--- src/common/poly_mul_macros.svh ---
`ifndef POLY_MUL_MACROS_SVH
`define POLY_MUL_MACROS_SVH

// Operand limbs, A and B use the same layout
`define POLY_NUM_LIMBS 4
`define POLY_LIMB_BITS 17
`define POLY_RADIX     16

// Large words that A is folded into before the multipliers
`define POLY_LG_RADIX  25
`define POLY_LG_BITS   26

// Ceiling of the A bit span over the large-word radix
`define POLY_NUM_LG \
   (((`POLY_NUM_LIMBS * `POLY_RADIX) + `POLY_LG_RADIX - 1) / `POLY_LG_RADIX)

// Reduction grid size for this configuration
`define POLY_NUM_COLS  9
`define POLY_NUM_ROWS  10

// Column words have headroom for twice the limb count of radix words
`define POLY_COL_BITS  (`POLY_RADIX + $clog2(2 * `POLY_NUM_LIMBS))

`endif

--- src/common/poly_mul_pkg.sv ---
`default_nettype none

`include "poly_mul_macros.svh"

package poly_mul_pkg;

   typedef logic [`POLY_LIMB_BITS-1:0]                  limb_t;
   typedef logic [`POLY_LG_BITS-1:0]                    large_word_t;
   typedef logic [`POLY_LG_BITS+`POLY_LIMB_BITS-1:0]    product_t;
   typedef logic [`POLY_COL_BITS-1:0]                   column_t;

   typedef struct packed {
      limb_t [`POLY_NUM_LIMBS-1:0] a;
      limb_t [`POLY_NUM_LIMBS-1:0] b;
   } operand_t;

   typedef struct packed {
      large_word_t [`POLY_NUM_LG-1:0]    lg;
      limb_t       [`POLY_NUM_LIMBS-1:0] b;
   } lg_operand_t;

   // First index is the large word, second the B limb
   typedef product_t [`POLY_NUM_LG-1:0][`POLY_NUM_LIMBS-1:0] product_grid_t;

   typedef struct packed {
      column_t [`POLY_NUM_COLS-1:0] cout;
      column_t [`POLY_NUM_COLS-1:0] s;
   } result_t;

   // Bit position of large word k inside its starting limb
   function automatic int lg_offset_of(int k);
      return (k * (`POLY_LG_RADIX - `POLY_RADIX)) % `POLY_RADIX;
   endfunction

   function automatic int lg_index_of(int k);
      return (k * `POLY_LG_RADIX) / `POLY_RADIX;
   endfunction

   // A word needs a fourth row when its product spills past the third slice
   function automatic int grid_row_of(int k);
      int row;
      row = 0;
      for (int i = 0; i < k; i++) begin
         if (($bits(product_t) - 2 * `POLY_RADIX) > (`POLY_RADIX - lg_offset_of(i))) begin
            row += 4;
         end else begin
            row += 3;
         end
      end
      return row;
   endfunction

endpackage

`default_nettype wire

--- src/rtl/limb_repack.sv ---
`timescale 1ns/1ps
`default_nettype none

`include "poly_mul_macros.svh"

module limb_repack (
   input  logic                      clk,
   input  logic                      arst_n,
   input  poly_mul_pkg::operand_t    operand,
   output poly_mul_pkg::lg_operand_t lg_operand
);

   poly_mul_pkg::large_word_t [`POLY_NUM_LG-1:0] lg_next;

   for (genvar k = 0; k < `POLY_NUM_LG; k++) begin : g_word
      localparam int OFF = poly_mul_pkg::lg_offset_of(k);
      localparam int IDX = poly_mul_pkg::lg_index_of(k);
      // Where the second and third spanned limbs land in the word
      localparam int SH2 = `POLY_RADIX - OFF;
      localparam int SH3 = 2 * `POLY_RADIX - OFF;

      poly_mul_pkg::large_word_t first_w;
      poly_mul_pkg::large_word_t second_w;
      poly_mul_pkg::large_word_t third_w;
      poly_mul_pkg::large_word_t spill_first;
      poly_mul_pkg::large_word_t spill_sec;
      poly_mul_pkg::large_word_t spill_prev;
      logic [`POLY_LG_BITS:0]    word_sum;

      // Radix bits of the first limb above the word boundary
      assign first_w = poly_mul_pkg::large_word_t'(operand.a[IDX][`POLY_RADIX-1:0] >> OFF);

      assign spill_first =
         poly_mul_pkg::large_word_t'(operand.a[IDX][`POLY_LIMB_BITS-1:`POLY_RADIX]) << SH2;

      // Exact fit, so the previous limb's spill has nowhere else to go
      if (k != 0 && OFF == 0) begin : g_prev
         assign spill_prev =
            poly_mul_pkg::large_word_t'(operand.a[IDX-1][`POLY_LIMB_BITS-1:`POLY_RADIX]);
      end else begin : g_no_prev
         assign spill_prev = '0;
      end

      if (IDX + 1 < `POLY_NUM_LIMBS) begin : g_second
         localparam int W2 =
            (`POLY_LG_RADIX - SH2 < `POLY_RADIX) ? `POLY_LG_RADIX - SH2 : `POLY_RADIX;
         localparam poly_mul_pkg::large_word_t M2 = poly_mul_pkg::large_word_t'({W2{1'b1}});

         assign second_w = (poly_mul_pkg::large_word_t'(operand.a[IDX+1]) & M2) << SH2;
      end else begin : g_no_second
         assign second_w = '0;
      end

      if (SH3 < `POLY_LG_RADIX && IDX + 2 < `POLY_NUM_LIMBS) begin : g_third
         localparam int W3 = `POLY_LG_RADIX - SH3;
         localparam poly_mul_pkg::large_word_t M3 = poly_mul_pkg::large_word_t'({W3{1'b1}});

         assign third_w   = (poly_mul_pkg::large_word_t'(operand.a[IDX+2]) & M3) << SH3;
         assign spill_sec =
            poly_mul_pkg::large_word_t'(operand.a[IDX+1][`POLY_LIMB_BITS-1:`POLY_RADIX]) << SH3;
      end else if (k == `POLY_NUM_LG - 1 && IDX + 1 < `POLY_NUM_LIMBS) begin : g_last
         // Top word keeps the spill of its last limb
         assign third_w   = '0;
         assign spill_sec =
            poly_mul_pkg::large_word_t'(operand.a[IDX+1][`POLY_LIMB_BITS-1:`POLY_RADIX]) << SH3;
      end else begin : g_no_third
         assign third_w   = '0;
         assign spill_sec = '0;
      end

      assign word_sum = {1'b0, first_w | second_w | third_w} +
                        {1'b0, spill_first | spill_sec | spill_prev};
      assign lg_next[k] = word_sum[`POLY_LG_BITS-1:0];

      assert property (@(posedge clk) disable iff (!arst_n) word_sum[`POLY_LG_BITS] == 1'b0)
         else $error("limb_repack: large word %0d needs more than %0d bits", k, `POLY_LG_BITS);
   end

   always_ff @(posedge clk or negedge arst_n) begin
      if (!arst_n) begin
         lg_operand <= '0;
      end else begin
         lg_operand.lg <= lg_next;
         lg_operand.b  <= operand.b;
      end
   end

endmodule

`default_nettype wire

--- config.mk ---
export PLATFORM = sky130hd
export DESIGN_NAME = limb_repack
export DESIGN_NICKNAME = d
export VERILOG_FILES = /design/src/common/poly_mul_pkg.sv /design/src/rtl/limb_repack.sv
export VERILOG_INCLUDE_DIRS = /design/src /design/src/common
export SDC_FILE = /design/constraint.sdc
export NUM_CORES = 1
export LEC_CHECK = 0
export BUFFER_PORTS_ARGS = -buffer_cell sky130_fd_sc_hd__buf_4
export CAP_MARGIN = 20
export CORE_AREA = 3 3 110 112
export DETAILED_ROUTE_END_ITERATION = 10
export DIE_AREA = 0 0 113 115
export PLACE_DENSITY = 0.74
export REMOVE_ABC_BUFFERS = 1
export SLEW_MARGIN = 20
export SYNTH_ARGS = -nofsm -noshare
export SYNTH_HDL_FRONTEND = slang
export SYNTH_SLANG_ARGS = --single-unit
--- constraint.sdc ---
create_clock -name clk -period 0.8 [get_ports clk]
set_input_delay 0.04 -clock clk [delete_from_list [all_inputs] [get_ports clk]]
set_output_delay 0.04 -clock clk [all_outputs]
set_load 0.01 [all_outputs]
==> metrics <==
Data arrival, critical path 960 ps; area of the core 11320 um^2; Biggest register lg_operand; LEAKAGE 4.275 nW; n_diodes 0; failing checks negative hold slack, negative setup slack; CP endpoint kind output port; CP startpoint kind register; first-pass GRT wire length 23120 um; Area Overhead vs Synth 123.8%; clk slew on worst S/H paths 50 ps; Die Wd 113 um; period utilisation layout 1.247; maximum vdd drop 0.001280 V; port bufs 272; DRT iter0 DRCs 207; fin crit period 997.8 ps; Setup CP Type reg2out; Worst EP required 760 ps; per-cell routed wire length 18.85 um; Filler cells 624; GRT Util Overall 0.2407; Root Buffer Master clkbuf_16; Max FO, Critical Path 1; full die area 13000 um^2; P_int 0.01324 W; detail-routed via count per cell 4.309; initial antenna violation count 0; WL final 15440 um; min-delay worst type in2reg; RSZ-0062 raised after global routing true; final hold vios 5; synth unique cells 20; Regs by FF count lg_operand x135; # IOs 284; DR pass1 iterations 6; Worst path slowest cell dfrtp_1; status complete, but fails checks; CTS max path bufs 2; Synth Instances 214; Largest delay share family, worst path flip-flops; Inst Count DP 652; CTS Buf Count 17; Sequential Power Share 0.432; number of flip-flops in the largest register 135; #FFs+latches synth 135; Sw Pwr 0.003913 W; dpl hpwl 9081 um; total gr overflow 0; Ys Warns 0; flip-flop and latch area 3378 um^2; Die Y 115 um; DRC Markers 0; Max Fclk 1002 MHz; htree depth 4; Clk network pwr share 0.414; row cnt 39; Max stage delay on crit path 420 ps; final setup margin -197.8 ps; Buf/Inv on CP 1; multi-input combinational cell area 565.5 um^2; worst path cell trace buf_6; max_cap viols 0; Switching Share 0.2282; routability cong. 0.7934; clk sink count 135; Combinational Power Share 0.153; vias in the first global route 4063; Post-DRT Antenna Nets 0; Final setup viols 143; CTS tree done; Syn Area/Cell 18.39 um^2; vias 3529; largest net degree at the start of global routing 44; Finished Layout Cells 819; layout net count 807; fraction of layout cells with a size suffix above 1 0.4985; Initial Util 0.3476; Synth Cell Area 3935 um^2; Seq/Total Area, Yosys 0.8585; PD cells 1947 nW/um^2; Worst Hold Slack -100.9 ps; Slew Limit Fails 0
-- stage by stage --
step           setup slack (ps)  utilization  total power, W  setup TNS (ps)  area, um^2
6_report                 -197.8       0.7779         0.01715          -19220        8806
5_1_grt                  -224.2       0.7779         0.01780          -24670        8806
4_1_cts                  -222.2       0.7731         0.01712          -21640        8752
3_5_place_dp             -562.5       0.5582        0.009216           -7738        6320
2_1_floorplan            -426.9            -        0.007753           -3545        3890
3_3_place_gp             -506.9       0.5582        0.009171           -6876        6320
-- area by class of cell --
cell class              instances  area share
clock inverters                 8    0.005399
multi-input cells              77     0.06422
well taps                     143     0.02032
flip-flops and latches        135      0.3836
inverters                       1   0.0004263
clock buffers                  23     0.05655
repair buffers                432      0.4695
-- synth_stat cells --
cell type  number  area share
a41oi_1         1      0.0022
and3_1          3      0.0048
and4_1          1      0.0022
buf_4          11       0.021
conb_1          1     0.00095
dfrtp_1       135        0.86
ha_1            5       0.016
inv_1           1     0.00095
nand2_1         9      0.0086
nand3_1        10       0.013
nand3_2         1      0.0025
nand4_1         2      0.0032
nor2_1          6      0.0057
nor3_1          1      0.0013
nor3_2          1      0.0025
nor4_1          1      0.0016
o21a_1          1      0.0019
or2_4           1      0.0022
xnor2_1        16       0.036
xor2_1          7       0.016
-- repair_timing --
| action | CTS | global route |
|---|---|---|
| hold endpoints to repair | 270 | 7 |
| setup endpoints to repair | 144 | 150 |
| pin swaps | 7 | 9 |
| setup buffers | 1 | 1 |
| gates resized for setup | 144 | 7 |
| hold buffers | 132 | 4 |
-- metal layers --
metal  track usage  routed length [um]  up-vias
li1              -                   -     1567
met5             0                   0        -
met1        0.2514                5165     1747
met4       0.09054                 374        0
met2        0.4605                8901      182
met3       0.06421                 999       33
-- power by group through the flow --
stage / logic (W) / registers [W] / clock network, W
after global routing: 0.00279 / 0.00744 / 0.00756
after detailed placement: 0.00178 / 0.00744 / 0
final: 0.00263 / 0.00742 / 0.00710
after floorplan: 0.000128 / 0.00763 / 0
after global placement: 0.00174 / 0.00743 / 0
after CTS: 0.00256 / 0.00739 / 0.00717
-- cells in the final DEF (no fill, tap or decap), drive strengths merged, types with 2 or more instances in the layout --
cell type / netlist / final
buf: 11 / 298
dfrtp: 135 / 135
dlygate4sd3: 0 / 132
clkbuf: 0 / 23
xnor2: 16 / 16
conb: 1 / 11
nand3: 11 / 11
nand2: 9 / 9
clkinv: 0 / 8
xor2: 7 / 7
nor2: 6 / 6
ha: 5 / 5
and3: 3 / 3
nand4: 2 / 2
dlymetal6s4s: 0 / 2
nor3: 2 / 2
-- logic make-up after synthesis --
group | Yosys count | synth area share
fa+ha+maj | 5 | 0.01590
other cells | 1 | 0.0009530
buf+inv | 12 | 0.02194
xor+xnor | 23 | 0.05119
compound gates | 2 | 0.004135
simple gates | 36 | 0.04738
flops | 135 | 0.8585
-- worst paths after layout --
check                               start         endpoint  slack [ps]  depth (start not counted)
setup / recovery           lg_operand[96]   lg_operand[96]        -200                          1
hold / removal                operand[86]   lg_operand[85]        -100                          2
max in group asynchronous          arst_n   lg_operand[57]         210                          3
min in group asynchronous          arst_n  lg_operand[110]          90                          2
(Power assumes the default switching activity.)
