--- config.mk ---
export PLATFORM = sky130hd
export DESIGN_NAME = column_reduce
export DESIGN_NICKNAME = d
export VERILOG_FILES = /design/src/common/poly_mul_pkg.sv /design/src/rtl/carry_save_tree.sv /design/src/rtl/column_reduce.sv
export VERILOG_INCLUDE_DIRS = /design/src /design/src/common
export SDC_FILE = /design/constraint.sdc
export NUM_CORES = 1
export LEC_CHECK = 0
export ABC_CLOCK_PERIOD_IN_PS = 1500
export BUFFER_PORTS_ARGS = -buffer_cell sky130_fd_sc_hd__clkbuf_2
export CAP_MARGIN = 10
export CORE_AREA = 2 2 330 332
export CTS_CLUSTER_SIZE = 8
export DETAILED_ROUTE_END_ITERATION = 10
export DIE_AREA = 0 0 332 334
export GPL_TIMING_DRIVEN = 0
export PLACE_DENSITY = 0.44
export SYNTH_ARGS = -nofsm -noshare
export SYNTH_HDL_FRONTEND = slang
export SYNTH_SLANG_ARGS = --single-unit
export TNS_END_PERCENT = 10
--- constraint.sdc ---
create_clock -name clk -period 1.5 [get_ports clk]
set_clock_uncertainty 0.15 [all_clocks]
set_input_delay 0.075 -clock clk [delete_from_list [all_inputs] [get_ports clk]]
set_output_delay 0.075 -clock clk [all_outputs]
set_load 0.05 [all_outputs]
--- src/common/poly_mul_macros.svh ---
`ifndef POLY_MUL_MACROS_SVH
`define POLY_MUL_MACROS_SVH

// Operand limbs, A and B use the same layout
`define POLY_NUM_LIMBS 4
`define POLY_LIMB_BITS 17
`define POLY_RADIX     16

// Large words that A is folded into before the multipliers
`define POLY_LG_RADIX  25
`define POLY_LG_BITS   26

// Ceiling of the A bit span over the large-word radix
`define POLY_NUM_LG \
   (((`POLY_NUM_LIMBS * `POLY_RADIX) + `POLY_LG_RADIX - 1) / `POLY_LG_RADIX)

// Reduction grid size for this configuration
`define POLY_NUM_COLS  9
`define POLY_NUM_ROWS  10

// Column words have headroom for twice the limb count of radix words
`define POLY_COL_BITS  (`POLY_RADIX + $clog2(2 * `POLY_NUM_LIMBS))

`endif

--- src/common/poly_mul_pkg.sv ---
`default_nettype none

`include "poly_mul_macros.svh"

package poly_mul_pkg;

   typedef logic [`POLY_LIMB_BITS-1:0]                  limb_t;
   typedef logic [`POLY_LG_BITS-1:0]                    large_word_t;
   typedef logic [`POLY_LG_BITS+`POLY_LIMB_BITS-1:0]    product_t;
   typedef logic [`POLY_COL_BITS-1:0]                   column_t;

   typedef struct packed {
      limb_t [`POLY_NUM_LIMBS-1:0] a;
      limb_t [`POLY_NUM_LIMBS-1:0] b;
   } operand_t;

   typedef struct packed {
      large_word_t [`POLY_NUM_LG-1:0]    lg;
      limb_t       [`POLY_NUM_LIMBS-1:0] b;
   } lg_operand_t;

   // First index is the large word, second the B limb
   typedef product_t [`POLY_NUM_LG-1:0][`POLY_NUM_LIMBS-1:0] product_grid_t;

   typedef struct packed {
      column_t [`POLY_NUM_COLS-1:0] cout;
      column_t [`POLY_NUM_COLS-1:0] s;
   } result_t;

   // Bit position of large word k inside its starting limb
   function automatic int lg_offset_of(int k);
      return (k * (`POLY_LG_RADIX - `POLY_RADIX)) % `POLY_RADIX;
   endfunction

   function automatic int lg_index_of(int k);
      return (k * `POLY_LG_RADIX) / `POLY_RADIX;
   endfunction

   // A word needs a fourth row when its product spills past the third slice
   function automatic int grid_row_of(int k);
      int row;
      row = 0;
      for (int i = 0; i < k; i++) begin
         if (($bits(product_t) - 2 * `POLY_RADIX) > (`POLY_RADIX - lg_offset_of(i))) begin
            row += 4;
         end else begin
            row += 3;
         end
      end
      return row;
   endfunction

endpackage

`default_nettype wire

--- src/rtl/carry_save_tree.sv ---
`timescale 1ns/1ps
`default_nettype none

`include "poly_mul_macros.svh"

module carry_save_tree (
   input  poly_mul_pkg::column_t [`POLY_NUM_ROWS-1:0] terms,
   output poly_mul_pkg::column_t                      c,
   output poly_mul_pkg::column_t                      s
);

   poly_mul_pkg::column_t term_sum;

   always_comb begin
      poly_mul_pkg::column_t [`POLY_NUM_ROWS-1:0] work;
      poly_mul_pkg::column_t [`POLY_NUM_ROWS-1:0] reduced;
      int cnt;
      int nxt;
      work = terms;
      cnt  = `POLY_NUM_ROWS;
      // Layers past the last useful one just pass the two words along
      for (int layer = 0; layer < `POLY_NUM_ROWS; layer++) begin
         reduced = '0;
         nxt     = 0;
         // Full groups of three become a sum and a shifted carry
         for (int g = 0; g + 2 < `POLY_NUM_ROWS; g += 3) begin
            if (g + 2 < cnt) begin
               reduced[nxt]   = work[g] ^ work[g+1] ^ work[g+2];
               reduced[nxt+1] = ((work[g] & work[g+1]) |
                                 (work[g] & work[g+2]) |
                                 (work[g+1] & work[g+2])) << 1;
               nxt += 2;
            end
         end
         // Leftover rows go to the next layer untouched
         for (int g = 0; g < `POLY_NUM_ROWS; g++) begin
            if (g >= cnt - cnt % 3 && g < cnt) begin
               reduced[nxt] = work[g];
               nxt++;
            end
         end
         work = reduced;
         cnt  = nxt;
      end
      s = work[0];
      c = work[1];
   end

   always_comb begin
      term_sum = '0;
      for (int i = 0; i < `POLY_NUM_ROWS; i++) begin
         term_sum = term_sum + terms[i];
      end
   end

   // Whole tree must preserve the column total
   always_comb begin
      assert final (poly_mul_pkg::column_t'(s + c) == term_sum)
         else $error("carry_save_tree: s + c = %0h, terms add to %0h", s + c, term_sum);
   end

endmodule

`default_nettype wire

--- src/rtl/column_reduce.sv ---
`timescale 1ns/1ps
`default_nettype none

`include "poly_mul_macros.svh"

module column_reduce (
   input  logic                        clk,
   input  logic                        arst_n,
   input  poly_mul_pkg::product_grid_t products,
   output poly_mul_pkg::result_t       result
);

   // A shifted product never needs more than four radix slices
   localparam int MAX_SLICES = 4;

   poly_mul_pkg::column_t [`POLY_NUM_COLS-1:0][`POLY_NUM_ROWS-1:0] grid;
   poly_mul_pkg::column_t [`POLY_NUM_COLS-3:0]                     tree_c;
   poly_mul_pkg::column_t [`POLY_NUM_COLS-3:0]                     tree_s;

   // Products fill a parallelogram and the rest of the grid stays zero
   always_comb begin
      logic [MAX_SLICES*`POLY_RADIX-1:0] shifted;
      int col0;
      int row0;
      int nrows;
      grid = '0;
      for (int k = 0; k < `POLY_NUM_LG; k++) begin
         col0  = poly_mul_pkg::lg_index_of(k);
         row0  = poly_mul_pkg::grid_row_of(k);
         nrows = poly_mul_pkg::grid_row_of(k + 1) - row0;
         for (int j = 0; j < `POLY_NUM_LIMBS; j++) begin
            // Align the product to the radix grid of its large word
            shifted = '0;
            shifted[$bits(poly_mul_pkg::product_t)-1:0] = products[k][j];
            shifted = shifted << poly_mul_pkg::lg_offset_of(k);
            for (int r = 0; r < MAX_SLICES; r++) begin
               if (r < nrows) begin
                  grid[col0+j+r][row0+r] =
                     poly_mul_pkg::column_t'(shifted[r*`POLY_RADIX +: `POLY_RADIX]);
               end
            end
         end
      end
   end

   // End columns hold one term each and bypass the trees
   for (genvar c = 1; c < `POLY_NUM_COLS - 1; c++) begin : g_col
      carry_save_tree i_carry_save_tree (
         .terms (grid[c]),
         .c     (tree_c[c-1]),
         .s     (tree_s[c-1])
      );
   end

   always_ff @(posedge clk or negedge arst_n) begin
      if (!arst_n) begin
         result <= '0;
      end else begin
         result.s[0]    <= grid[0][0];
         result.cout[0] <= '0;
         for (int c = 1; c < `POLY_NUM_COLS - 1; c++) begin
            result.s[c]    <= tree_s[c-1];
            result.cout[c] <= tree_c[c-1];
         end
         result.s[`POLY_NUM_COLS-1]    <= grid[`POLY_NUM_COLS-1][`POLY_NUM_ROWS-1];
         result.cout[`POLY_NUM_COLS-1] <= '0;
      end
   end

   // Only the bypassed row may be nonzero in each end column
   assert property (@(posedge clk) disable iff (!arst_n)
                    grid[0][`POLY_NUM_ROWS-1:1] == '0 &&
                    grid[`POLY_NUM_COLS-1][`POLY_NUM_ROWS-2:0] == '0)
      else $error("column_reduce: an end column holds more than one grid term");

endmodule

`default_nettype wire

==> impl_results.md <==
* Pins Over Slew Limit at 0
* Share of the yosys chip area belonging to registers at 35.2%
* DRC Markers at 0
* DR iter-0 viols at 193
* Crit path kind: input port to flop
* Hold/Removal Path Class: input port to flop
* Required time of the critical path at 1.86 ns
* Critical Path Source Type: input port
* Leading area contributor after synthesis: dfrtp_1
* CTS clock-pin slew for the worst setup and hold paths at 0.05 ns
* Global placer's final weighted congestion at 0.848
* Number of CTS-inserted buffers at 41
* Die width at 332 um
* Failing checks: negative hold slack, negative setup slack
* WL/cell at 14.8 um
* Vias in the first global route at 14.7k
* CTS tree: yes
* Worst Setup Slack, final at -0.852 ns
* Crit-path slowest cell: fa_2
* Max reg flops at 262
* Routed WL at 58400 um
* CP max stage delay at 0.51 ns
* Largest net degree at the start of global routing at 92
* Largest registers: result: 262 flops
* Initial antenna violation count at 4
* Worst-path maximum fanout at 1
* Synth top area share at 35.2%
* Crit-path most repeated cell: fa_1
* Synth-to-layout area growth at 54.5%
* RSZ-0062 raised after global routing: true
* YS warnings at 0
* Worst-path cell chain: clkbuf_2 -> fa_1 -> fa_1 -> inv_1 -> fa_1 -> fa_1 -> inv_1 -> fa_2
* Biggest register: result
* Via Count at 13.0k
* CTS root buf: clkbuf_16
* #FFs+latches synth at 262
* Antenna cell count at 0
* # fillers at 11.5k
* Crit end category: flop
* I/O pin total at 860
* CTS sink count at 262
* Initial Util at 17.3%
* Post-layout min period at 2.35 ns
* Final number of setup-violating endpoints at 148
* DRT Pass-1 Iters at 4
* LEAKAGE at 15.6 nW
* I/O Buffers at 779
* Synth Instances at 1464
* Outcome: finished, violations left
* Synth cell types at 6
* Post-DP HPWL at 50200 um
* Tot Pwr at 41.2 mW
* Max cap viols at 0
* Core area at 108000 um2
* Multi-input logic area at 11000 um2
* F_max at 425 MHz
* Clock Path Buffers at 3
* Antenna Nets Post-Route at 0
* Average cell area after synthesis at 12.7 um2
* Number of vias per cell at 3.30
* Share of the cycle needed by the critical path after routing at 157%
* Largest cells by area after synthesis: dfrtp_1 (35%), fa_1 (28%), ha_1 (24%), inv_1 (10%), buf_4 (3.2%)
* Worst Tran Pin Value at 0.713 ns
* Die area at 111000 um2
* Layout cells sized above 1 at 45.0%
* H-tree Lvls at 2
* Reg area at 6560 um2
* Hold Fails Final Rpt at 31
* Max IR drop VDD at 0.716 mV
* Hold Slack at -0.244 ns
* Rel. slew slack at 52.4%
* Mapped Area at 18600 um2
* GRT overflow at 0
* Chip height at 334 um
* # rows at 121
* First-pass GRT wire length at 87200 um
* Crit path DAT at 2.71 ns
* All-Layer GR Usage at 10.6%
* Layout net count at 3639
* Power per Cell Area at 1430 nW/um2
[kinds of logic after synthesis]
| family | Yosys count | synth area share (%) |
|---|---|---|
| buffers and inverters | 593 | 13.6 |
| other | 1 | 0.0201 |
| flip-flops | 262 | 35.2 |
| adder cells (fa/ha/maj) | 608 | 51.2 |
[layout by cell type, fill, tap and decap left out, types with 61 or more instances in the layout]
cell type      Yosys  layout
clkbuf_2           0     710
inv_1            513     439
dlygate4sd3_1      0     142
conb_1             1      80
inv_2              0      72
buf_4             80      80
fa_1             256     195
ha_1             352     262
dfrtp_1          262     258
fa_2               0      61
ha_4               0      75
[timing repair]
action,in CTS,in global routing
hold buffers,145,1
setup buffers,0,0
pin swaps,39,45
hold endpoints to repair,250,38
gates resized for setup,192,141
gates cloned,0,0
endpoints found under the setup margin,192,177
[final cells by class]
class	instances	share of cell area, %
timing repair buffer	927	20.0
sequential	262	22.8
inverter	513	6.71
tap	1414	6.15
clock buffer	56	3.94
buffer	80	2.09
clock inverter	5	0.178
multi-input combinational	688	38.1
[per-stage QoR]
stage                     setup WS [ns]  setup TNS [ns]  util, %  area, um2  std cells
final                            -0.852          -63.11     26.7      28800       3945
after global routing             -0.880          -65.51     26.7      28800       3945
after CTS                        -0.808          -58.25     26.0      28100       3944
after detailed placement          -1.70         -186.77     22.9      24600       3738
after global placement            -6.19        -1787.71     22.8      24600       3736
after floorplan                   -1.26         -141.94        -      18900       1543
[layer usage]
metal | part of all wire (%) | routed length [um] | vias up | track usage, %
li1 | - | - | 6195 | -
met1 | 37 | 21400 | 6256 | 11.4
met2 | 52 | 30400 | 502 | 19.2
met3 | 7.9 | 4590 | 82 | 3.45
met4 | 3.5 | 2040 | 2 | 4.09
met5 | 0.022 | 13 | - | 0
[critical path, delay by kind of cell]
family / cells / cell delay [ns]
adders and majority gates: 5 / 2.45
buffers and inverters: 3 / 0.20
[path summary, 6_finish.rpt]
check / cells past startpoint / slack (ns) / end / from
max: 8 / -0.85 / result[97]$_DFF_PN0_ / products[430]
min in group asynchronous: 2 / -0.01 / result[11]$_DFF_PN0_ / arst_n
min: 3 / -0.24 / result[39]$_DFF_PN0_ / products[180]
max in group asynchronous: 3 / 0.16 / result[70]$_DFF_PN0_ / arst_n
[synthesized netlist by cell type, drive strengths merged]
library cell / instances
fa: 256
ha: 352
conb: 1
inv: 513
dfrtp: 262
buf: 80
[where the power goes]
part,switching [mW],internal [mW],total (mW)
combinational,15.3,7.12,22.4
sequential,0.655,9.30,9.96
clock,3.58,5.22,8.81
total,19.6,21.6,41.2
Note: power is estimated with default switching activity, not from simulation.
